## src/board_pkg.sv

```systemverilog
/*
 * Board input constants shared by the stabilizer and the reset generator.
 * Import with a wildcard in the module header.
 */
package board_pkg;

    // Stabilizer shape
    localparam int NUM_SYNC_INPUTS = 8;
    localparam int SYNC_STAGES     = 2;

    // Serial DTR reset pulse
    localparam int DTR_PULSE_CYCLES = 16;
    localparam int DTR_CNT_WIDTH    = $clog2(DTR_PULSE_CYCLES + 1);

    // Bit positions of the board inputs in the raw vector
    localparam int IDX_NRESET      = 0;
    localparam int IDX_DTR         = 1;
    localparam int IDX_USB0_NINT   = 2;
    localparam int IDX_USB1_NINT   = 3;
    localparam int IDX_ETH_INT     = 4;
    localparam int IDX_GP          = 5;
    localparam int IDX_FRAME_DRAWN = 6;
    localparam int IDX_BOOT_MODE   = 7;

endpackage

```

## src/status_pkg.sv

```systemverilog
/*
 * Status LED constants: hold time, booted threshold and activity slots.
 */
package status_pkg;

    localparam int PC_WIDTH = 27;

    // PC at or past this address means the OS has booted
    localparam logic [PC_WIDTH-1:0] BOOTED_PC = 27'hC02522;

    // Short hold so simulation stays fast, board would use far more
    localparam int LED_HOLD_CYCLES = 32;
    localparam int HOLD_CNT_WIDTH  = 6;

    // Activity LED slots
    localparam int NUM_ACT_LEDS = 6;
    localparam int ACT_FLASH    = 0;
    localparam int ACT_USB0     = 1;
    localparam int ACT_USB1     = 2;
    localparam int ACT_ETH      = 3;
    localparam int ACT_PS2      = 4;
    localparam int ACT_GPU      = 5;

endpackage

```

## src/stable_if.sv

```systemverilog
/*
 * Stabilized board inputs, driven by the stabilizer and read by the reset,
 * LED and top-level logic.
 */
`timescale 1ns/1ps

interface stable_if;

    logic nreset_s;
    logic dtr_s;
    logic usb0_nint_s;
    logic usb1_nint_s;
    logic eth_int_s;
    logic gp_s;
    logic frame_drawn_s;
    logic boot_mode_s;

    modport src (
        output nreset_s, dtr_s, usb0_nint_s, usb1_nint_s,
               eth_int_s, gp_s, frame_drawn_s, boot_mode_s
    );

    modport rst_sink (input nreset_s, dtr_s);

    modport led_sink (input dtr_s);

    modport mon (
        input usb0_nint_s, usb1_nint_s, eth_int_s, gp_s, frame_drawn_s, boot_mode_s
    );

endinterface

```

## src/activity_led.sv

```systemverilog
/*
 * Stretches short activity strobes into an LED pulse long enough to see.
 * Any new activity restarts the hold time.
 */
`timescale 1ns/1ps

module activity_led import status_pkg::*; (
    input  logic clk,
    input  logic arst_n,
    input  logic sys_reset,
    input  logic activity,
    output logic led
);

    logic [HOLD_CNT_WIDTH-1:0] hold_cnt;

    always_ff @(posedge clk or negedge arst_n) begin
        if (!arst_n) begin
            hold_cnt <= '0;
        end else if (sys_reset) begin
            hold_cnt <= '0;
        end else if (activity) begin
            hold_cnt <= HOLD_CNT_WIDTH'(LED_HOLD_CYCLES);
        end else if (hold_cnt != '0) begin
            hold_cnt <= hold_cnt - 1'b1;
        end
    end

    // Lit for as long as the hold runs
    assign led = (hold_cnt != '0);

endmodule

```

## src/fpgc_board_ctrl.sv

```systemverilog
/*
 * System-control slice of the FPGC6 top level: input stabilizing,
 * reset generation and status LEDs, all on plain board pins.
 */
`timescale 1ns/1ps

module fpgc_board_ctrl import board_pkg::*, status_pkg::*; (
    input  logic                clk,
    input  logic                arst_n,

    // Asynchronous board inputs
    input  logic                nreset,
    input  logic                uart0_dtr,
    input  logic                spi1_nint,
    input  logic                spi2_nint,
    input  logic                spi3_int,
    input  logic                spi4_gp,
    input  logic                frame_drawn,
    input  logic                boot_dip,

    // From CPU, memory unit and VRAM ports
    input  logic [PC_WIDTH-1:0] pc,
    input  logic                qspi_mode,
    input  logic [3:0]          spi_cs_n,
    input  logic                ps2_int,
    input  logic [3:0]          vram_we,

    // Resets
    output logic                sys_reset,
    output logic                spi1_rst,
    output logic                spi2_rst,
    output logic                spi3_nrst,

    // Stabilized inputs for the rest of the system
    output logic                usb0_nint_stable,
    output logic                usb1_nint_stable,
    output logic                eth_int_stable,
    output logic                gp_stable,
    output logic                frame_drawn_stable,
    output logic                boot_mode,

    // Status LEDs
    output logic                led_booted,
    output logic                led_qspi,
    output logic                led_serial,
    output logic                led_flash,
    output logic                led_usb0,
    output logic                led_usb1,
    output logic                led_eth,
    output logic                led_ps2,
    output logic                led_gpu
);

    logic [NUM_SYNC_INPUTS-1:0] raw;

    stable_if stab_bus ();

    assign raw[IDX_NRESET]      = nreset;
    assign raw[IDX_DTR]         = uart0_dtr;
    assign raw[IDX_USB0_NINT]   = spi1_nint;
    assign raw[IDX_USB1_NINT]   = spi2_nint;
    assign raw[IDX_ETH_INT]     = spi3_int;
    assign raw[IDX_GP]          = spi4_gp;
    assign raw[IDX_FRAME_DRAWN] = frame_drawn;
    assign raw[IDX_BOOT_MODE]   = boot_dip;

    input_stabilizer u_stab (
        .clk    (clk),
        .arst_n (arst_n),
        .raw    (raw),
        .stab   (stab_bus.src)
    );

    reset_gen u_rst (
        .clk       (clk),
        .arst_n    (arst_n),
        .stab      (stab_bus.rst_sink),
        .sys_reset (sys_reset),
        .usb0_rst  (spi1_rst),
        .usb1_rst  (spi2_rst),
        .eth_nrst  (spi3_nrst)
    );

    status_leds u_leds (
        .clk        (clk),
        .arst_n     (arst_n),
        .sys_reset  (sys_reset),
        .stab       (stab_bus.led_sink),
        .pc         (pc),
        .qspi_mode  (qspi_mode),
        .spi_cs_n   (spi_cs_n),
        .ps2_int    (ps2_int),
        .vram_we    (vram_we),
        .led_booted (led_booted),
        .led_qspi   (led_qspi),
        .led_serial (led_serial),
        .led_flash  (led_flash),
        .led_usb0   (led_usb0),
        .led_usb1   (led_usb1),
        .led_eth    (led_eth),
        .led_ps2    (led_ps2),
        .led_gpu    (led_gpu)
    );

    // Interrupts and boot mode go straight out
    assign usb0_nint_stable   = stab_bus.usb0_nint_s;
    assign usb1_nint_stable   = stab_bus.usb1_nint_s;
    assign eth_int_stable     = stab_bus.eth_int_s;
    assign gp_stable          = stab_bus.gp_s;
    assign frame_drawn_stable = stab_bus.frame_drawn_s;
    assign boot_mode          = stab_bus.boot_mode_s;

endmodule

```

## src/input_stabilizer.sv

```systemverilog
/*
 * Flop chain for every asynchronous board input.
 * The last stage drives the named signals of stable_if.
 */
`timescale 1ns/1ps

module input_stabilizer import board_pkg::*; (
    input  logic                       clk,
    input  logic                       arst_n,
    input  logic [NUM_SYNC_INPUTS-1:0] raw,
    stable_if.src                      stab
);

    // Stage 0 samples the pins, stage SYNC_STAGES-1 is safe to use
    logic [SYNC_STAGES-1:0][NUM_SYNC_INPUTS-1:0] sync_q;

    always_ff @(posedge clk or negedge arst_n) begin
        if (!arst_n) begin
            sync_q <= '0;
        end else begin
            sync_q <= {sync_q[SYNC_STAGES-2:0], raw};
        end
    end

    // Unpack onto the interface
    assign stab.nreset_s      = sync_q[SYNC_STAGES-1][IDX_NRESET];
    assign stab.dtr_s         = sync_q[SYNC_STAGES-1][IDX_DTR];
    assign stab.usb0_nint_s   = sync_q[SYNC_STAGES-1][IDX_USB0_NINT];
    assign stab.usb1_nint_s   = sync_q[SYNC_STAGES-1][IDX_USB1_NINT];
    assign stab.eth_int_s     = sync_q[SYNC_STAGES-1][IDX_ETH_INT];
    assign stab.gp_s          = sync_q[SYNC_STAGES-1][IDX_GP];
    assign stab.frame_drawn_s = sync_q[SYNC_STAGES-1][IDX_FRAME_DRAWN];
    assign stab.boot_mode_s   = sync_q[SYNC_STAGES-1][IDX_BOOT_MODE];

endmodule

```

## src/reset_gen.sv

```systemverilog
/*
 * System reset from the reset button and from a rising serial DTR.
 * Also drives the CH376 and W5500 reset pins in their own polarity.
 */
`timescale 1ns/1ps

module reset_gen import board_pkg::*; (
    input  logic       clk,
    input  logic       arst_n,
    stable_if.rst_sink stab,
    output logic       sys_reset,
    output logic       usb0_rst,
    output logic       usb1_rst,
    output logic       eth_nrst
);

    logic                     dtr_q;
    logic                     dtr_rise;
    logic [DTR_CNT_WIDTH-1:0] pulse_cnt;
    logic                     dtr_pulse;

    // Opening the serial port raises DTR
    assign dtr_rise  = stab.dtr_s & ~dtr_q;
    assign dtr_pulse = (pulse_cnt != '0);

    always_ff @(posedge clk or negedge arst_n) begin
        if (!arst_n) begin
            dtr_q <= 1'b0;
        end else begin
            dtr_q <= stab.dtr_s;
        end
    end

    // Retriggerable pulse counter
    always_ff @(posedge clk or negedge arst_n) begin
        if (!arst_n) begin
            pulse_cnt <= '0;
        end else if (dtr_rise) begin
            pulse_cnt <= DTR_CNT_WIDTH'(DTR_PULSE_CYCLES);
        end else if (dtr_pulse) begin
            pulse_cnt <= pulse_cnt - 1'b1;
        end
    end

    // Board comes up in reset until the button input is seen released
    always_ff @(posedge clk or negedge arst_n) begin
        if (!arst_n) begin
            sys_reset <= 1'b1;
        end else begin
            sys_reset <= ~stab.nreset_s | dtr_pulse;
        end
    end

    // CH376 resets are active high, W5500 active low
    assign usb0_rst = sys_reset;
    assign usb1_rst = sys_reset;
    assign eth_nrst = ~sys_reset;

endmodule

```

## src/status_leds.sv

```systemverilog
/*
 * Front panel status LEDs: six activity stretchers plus the booted,
 * QSPI and serial-open level indicators.
 */
`timescale 1ns/1ps

module status_leds import status_pkg::*; (
    input  logic                clk,
    input  logic                arst_n,
    input  logic                sys_reset,
    stable_if.led_sink          stab,
    input  logic [PC_WIDTH-1:0] pc,
    input  logic                qspi_mode,
    input  logic [3:0]          spi_cs_n,
    input  logic                ps2_int,
    input  logic [3:0]          vram_we,
    output logic                led_booted,
    output logic                led_qspi,
    output logic                led_serial,
    output logic                led_flash,
    output logic                led_usb0,
    output logic                led_usb1,
    output logic                led_eth,
    output logic                led_ps2,
    output logic                led_gpu
);

    logic [NUM_ACT_LEDS-1:0] act;
    logic [NUM_ACT_LEDS-1:0] act_led;

    // Chip selects are active low, so a selected device counts as activity
    assign act[ACT_FLASH] = ~spi_cs_n[0];
    assign act[ACT_USB0]  = ~spi_cs_n[1];
    assign act[ACT_USB1]  = ~spi_cs_n[2];
    assign act[ACT_ETH]   = ~spi_cs_n[3];
    assign act[ACT_PS2]   = ps2_int;

    // Any CPU write into one of the VRAMs
    assign act[ACT_GPU] = |vram_we;

    for (genvar i = 0; i < NUM_ACT_LEDS; i++) begin : g_act
        activity_led u_act (
            .clk       (clk),
            .arst_n    (arst_n),
            .sys_reset (sys_reset),
            .activity  (act[i]),
            .led       (act_led[i])
        );
    end

    assign led_flash = act_led[ACT_FLASH];
    assign led_usb0  = act_led[ACT_USB0];
    assign led_usb1  = act_led[ACT_USB1];
    assign led_eth   = act_led[ACT_ETH];
    assign led_ps2   = act_led[ACT_PS2];
    assign led_gpu   = act_led[ACT_GPU];

    // Level LEDs, all lit while in reset
    assign led_booted = (pc >= BOOTED_PC) | sys_reset;
    assign led_qspi   = ~qspi_mode | sys_reset;

    // Serial port open on the host side
    assign led_serial = stab.dtr_s;

endmodule

```

## config.mk

```make
export PLATFORM = sky130hd
export DESIGN_NAME = fpgc_board_ctrl
export DESIGN_NICKNAME = d
export VERILOG_FILES = /design/src/board_pkg.sv /design/src/status_pkg.sv /design/src/stable_if.sv /design/src/activity_led.sv /design/src/fpgc_board_ctrl.sv /design/src/input_stabilizer.sv /design/src/reset_gen.sv /design/src/status_leds.sv
export SDC_FILE = /design/constraint.sdc
export NUM_CORES = 1
export LEC_CHECK = 0
export ABC_AREA = 1
export BUFFER_PORTS_ARGS = -buffer_cell sky130_fd_sc_hd__buf_2
export CAP_MARGIN = 20
export CORE_MARGIN = 1.5
export CORE_UTILIZATION = 55
export CTS_CLUSTER_DIAMETER = 40
export DETAILED_ROUTE_END_ITERATION = 12
export PLACE_DENSITY = 0.81
export SYNTH_ARGS = -nofsm -noshare
export SYNTH_HDL_FRONTEND = slang
export SYNTH_SLANG_ARGS = --single-unit
```

## constraint.sdc

```tcl
create_clock -name clk -period 3.1 [get_ports clk]
set_input_delay 0.155 -clock clk [delete_from_list [all_inputs] [get_ports clk]]
set_output_delay 0.155 -clock clk [all_outputs]
set_load 0.05 [all_outputs]
```

==> results.sh <==
export IMPL_antenna_left=0
export IMPL_fin_crit_ps=1930
export IMPL_post_cts_resized=0
export IMPL_fp_row_count=26
export IMPL_firstDrtPassIters=4
export IMPL_routed_wl_um=5700
export IMPL_wl_per_cell_um=11.0
export IMPL_holdPathEnd="u_leds.g_act[4].u_act.hold_cnt[5]"
export IMPL_slowest_delay_ps=390
export IMPL_grt_max_degree=35
export IMPL_io_pins=66
export IMPL_route_detailed_drc=0
export IMPL_cts_reportedPaths_clkPinSlew_ps=60
export IMPL_clock_latency_ps=340
export IMPL_fin_nets=500
export IMPL_postCtsSetupRepairBufs=0
export IMPL_finalMaxSlewViolations=0
export IMPL_max_clock_path_buffers=2
export IMPL_grt_first_pass_wirelength_um=9400
export IMPL_async_flop_share=1.00
export IMPL_clock_skew_ps=4.67
export IMPL_fp_dieW_um=75.7
export IMPL_grt_util_all_layers=0.227
export IMPL_dp_hpwl_um=4130
export IMPL_timing_rr_start="u_rst.sys_reset"
export IMPL_syn_cell_area_sq_um=2910
export IMPL_setup_tns_ps=0
export IMPL_synthTopCellsByArea="dfrtp_1 (50%), nand2_1 (11%), inv_1 (8.7%)"
export IMPL_rrSetupSlack_ps=1560
export IMPL_power_mw=2.18
export IMPL_final_hold_viol_count=0
export IMPL_cts_sinks=59
export IMPL_crit_type="register to output port"
export IMPL_dieArea_sq_um=5730
export IMPL_rr_worst_depth=7
export IMPL_start_kind="register"
export IMPL_required_ps=2940
export IMPL_tightestPinTransition_ps=577
export IMPL_ys_ff_latch=59
export IMPL_rsz0062_at_grt="false"
export IMPL_ys_seq_area_frac=0.508
export IMPL_synth_warnings=0
export IMPL_grt_pass1_vias=2364
export IMPL_start_util=0.569
export IMPL_drv_cap=0
export IMPL_cts_htree_levels=3
export IMPL_vias_per_cell=4.93
export IMPL_max_slew_margin=0.616
export IMPL_nFillCells=394
export IMPL_gp_congestion=0.808
export IMPL_die_h_um=75.7
export IMPL_worst_r2r_endpoint="u_leds.g_act[0].u_act.hold_cnt[0]"
export IMPL_synth_top_area_share=0.499
export IMPL_avgSynthCellArea_sq_um=8.01
export IMPL_hold_start="ps2_int"
export IMPL_worst_setup_path_end_kind="output port"
export IMPL_areaGrowthSynthToFinish_pct=24.8
export IMPL_n_antenna_cell=0
export IMPL_max_vdd_ir_drop_uv=452
export IMPL_ys_flop_type="dfrtp_1"
export IMPL_crit_path_top_delay_cell="dfrtp_1"
export IMPL_setup_viol=0
export IMPL_critical_path_arrival_ps=1780
export IMPL_pwr_density_cell_nw_per_um2=601
export IMPL_final_core_utilization=0.710
export IMPL_leakage_nw=1.94
export IMPL_cts_buffers=9
export IMPL_status="completed"
export IMPL_fin_crit_sh=0.623
export IMPL_overflow=0
export IMPL_cts_root_buf="clkbuf_8"
export IMPL_layout_drive_gt1_share=0.218
export IMPL_io_buffers=64
export IMPL_crit_chain="inv_1 > ha_1 > nand3_1 > nor2_1 > nand2_1 > buf_2"
export IMPL_syn_nets=418
export IMPL_syn_instance_count=363
export IMPL_fmax_mhz=517
export IMPL_core_area_sq_um=5110
export IMPL_synth_distinct_cells=28
export IMPL_cp_max_fo=5
export IMPL_drt_initial_drc_count=125
export IMPL_hold_class="input port to register"
export IMPL_hold_path_cell_count=3
export IMPL_cts_tree="built"
export IMPL_antenna_found_initial=0
export IMPL_dr_total_vias=2563
export IMPL_yosysTopAreaCell="dfrtp_1"
export IMPL_synth_edff_count=0
-- sequential cells by signal, indices dropped and copies added, names as in the netlist --
register and cells:
u_leds.g_act.u_act.hold_cnt 36, u_rst.dtr_q 1, u_rst.pulse_cnt 5, u_rst.sys_reset 1, u_stab.stab.boot_mode_s 1, u_stab.stab.dtr_s 1
u_stab.stab.eth_int_s 1, u_stab.stab.frame_drawn_s 1, u_stab.stab.gp_s 1, u_stab.stab.nreset_s 1, u_stab.stab.usb0_nint_s 1, u_stab.stab.usb1_nint_s 1
u_stab.sync_q 8
-- worst max path at each step --
stage / end / startpoint / cells after the start / slack, ps
5_1_grt: led_eth / u_leds.g_act[3].u_act.hold_cnt[0] / 6 / 1050
3_5_place_dp: led_eth / u_leds.g_act[3].u_act.hold_cnt[0] / 6 / 1550
2_1_floorplan: u_leds.g_act[3].u_act.hold_cnt[0] / u_leds.g_act[3].u_act.hold_cnt[0] / 7 / 1500
4_1_cts: led_eth / u_leds.g_act[3].u_act.hold_cnt[0] / 6 / 1170
6_report: led_eth / u_leds.g_act[3].u_act.hold_cnt[0] / 6 / 1170
3_3_place_gp: led_eth / u_leds.g_act[3].u_act.hold_cnt[0] / 6 / 1600
-- cell usage in the layout, fill, tap and decap left out, types with 3 or more instances in the layout --
cell / netlist / routed
ha_1: 8 / 8
inv_2: 4 / 4
nand3_1: 37 / 37
o21ai_0: 14 / 14
nor2_1: 37 / 37
buf_2: 0 / 64
nand2_2: 3 / 3
o22ai_1: 4 / 4
dlygate4sd3_1: 0 / 9
a21oi_1: 16 / 16
bufinv_16: 0 / 3
or2_2: 3 / 3
inv_1: 67 / 67
nand2_1: 85 / 85
dfrtp_1: 58 / 58
clkbuf_8: 0 / 10
nor3_1: 5 / 5
-- timing repair --
item | CTS | global route
endpoints found under the setup margin | 0 | 0
hold buffers | 9 | 0
hold endpoints to repair | 33 | 0
-- area by class of cell --
cell class / count / area [sq um] / share of cell area
clock buffer: 11 / 141 / 0.0390
clock inverter: 5 / 100 / 0.0276
inverter: 71 / 267 / 0.0735
multi-input combinational: 230 / 1140 / 0.313
sequential: 59 / 1480 / 0.407
tap: 70 / 87.6 / 0.0241
timing repair buffer: 74 / 418 / 0.115
-- logic make-up (layout without fill, tap and decap cells) --
kind of cell	count (synthesis)	count (layout)	share of synthesized area
AND/OR/NAND/NOR	181	181	0.279
buffers and inverters	74	161	0.101
flip-flops	59	59	0.508
AO/OA/AOI/OAI	38	38	0.0689
adder cells (fa/ha/maj)	8	8	0.0344
XOR/XNOR	3	3	0.00904
-- where the power goes --
group          total [mW]  switching, mW  internal (mW)  leakage, nW
Combinational       0.456          0.308          0.148         1.05
Clock               0.852          0.298          0.553        0.123
Sequential          0.871         0.0401          0.831        0.771
-- per-stage QoR --
step	hold slack (ps)	cells	cell area, sq um	setup WS (ps)
finish	56.6	520	3630	1170
detailed placement	182	495	3300	1550
floorplan	-141	363	2910	1500
CTS	38.0	520	3630	1170
global route	53.8	520	3630	1050
global placement	181	495	3300	1600
-- layer usage --
| layer | GRT usage | share of wire | routed length, um | vias up |
|---|---|---|---|---|
| met1 | 0.244 | 0.43 | 2440 | 1199 |
| met3 | 0.0926 | 0.041 | 233 | 9 |
| met4 | 0.0853 | 0.018 | 100 | 0 |
| met5 | 0 | 0 | 0 | - |
| li1 | - | - | - | 1298 |
| met2 | 0.400 | 0.51 | 2930 | 57 |
-- critical path, delay by kind of cell, from the launching register on --
family        cells  cell delay (ps)
simple gates      3              500
flops             1              390
buf+inv           2              360
fa+ha+maj         1              200
-- synthesized netlist by cell type, drive strengths merged (3+ instances only) --
| cell | count |
|---|---|
| dfrtp | 58 |
| nand4 | 4 |
| o22ai | 4 |
| inv | 71 |
| nor3 | 6 |
| or2 | 3 |
| nand2 | 88 |
| ha | 8 |
| buf | 3 |
| nor2 | 39 |
| o21ai | 16 |
| nand3 | 39 |
| a21oi | 16 |
Note: power is estimated with default switching activity, not from simulation.
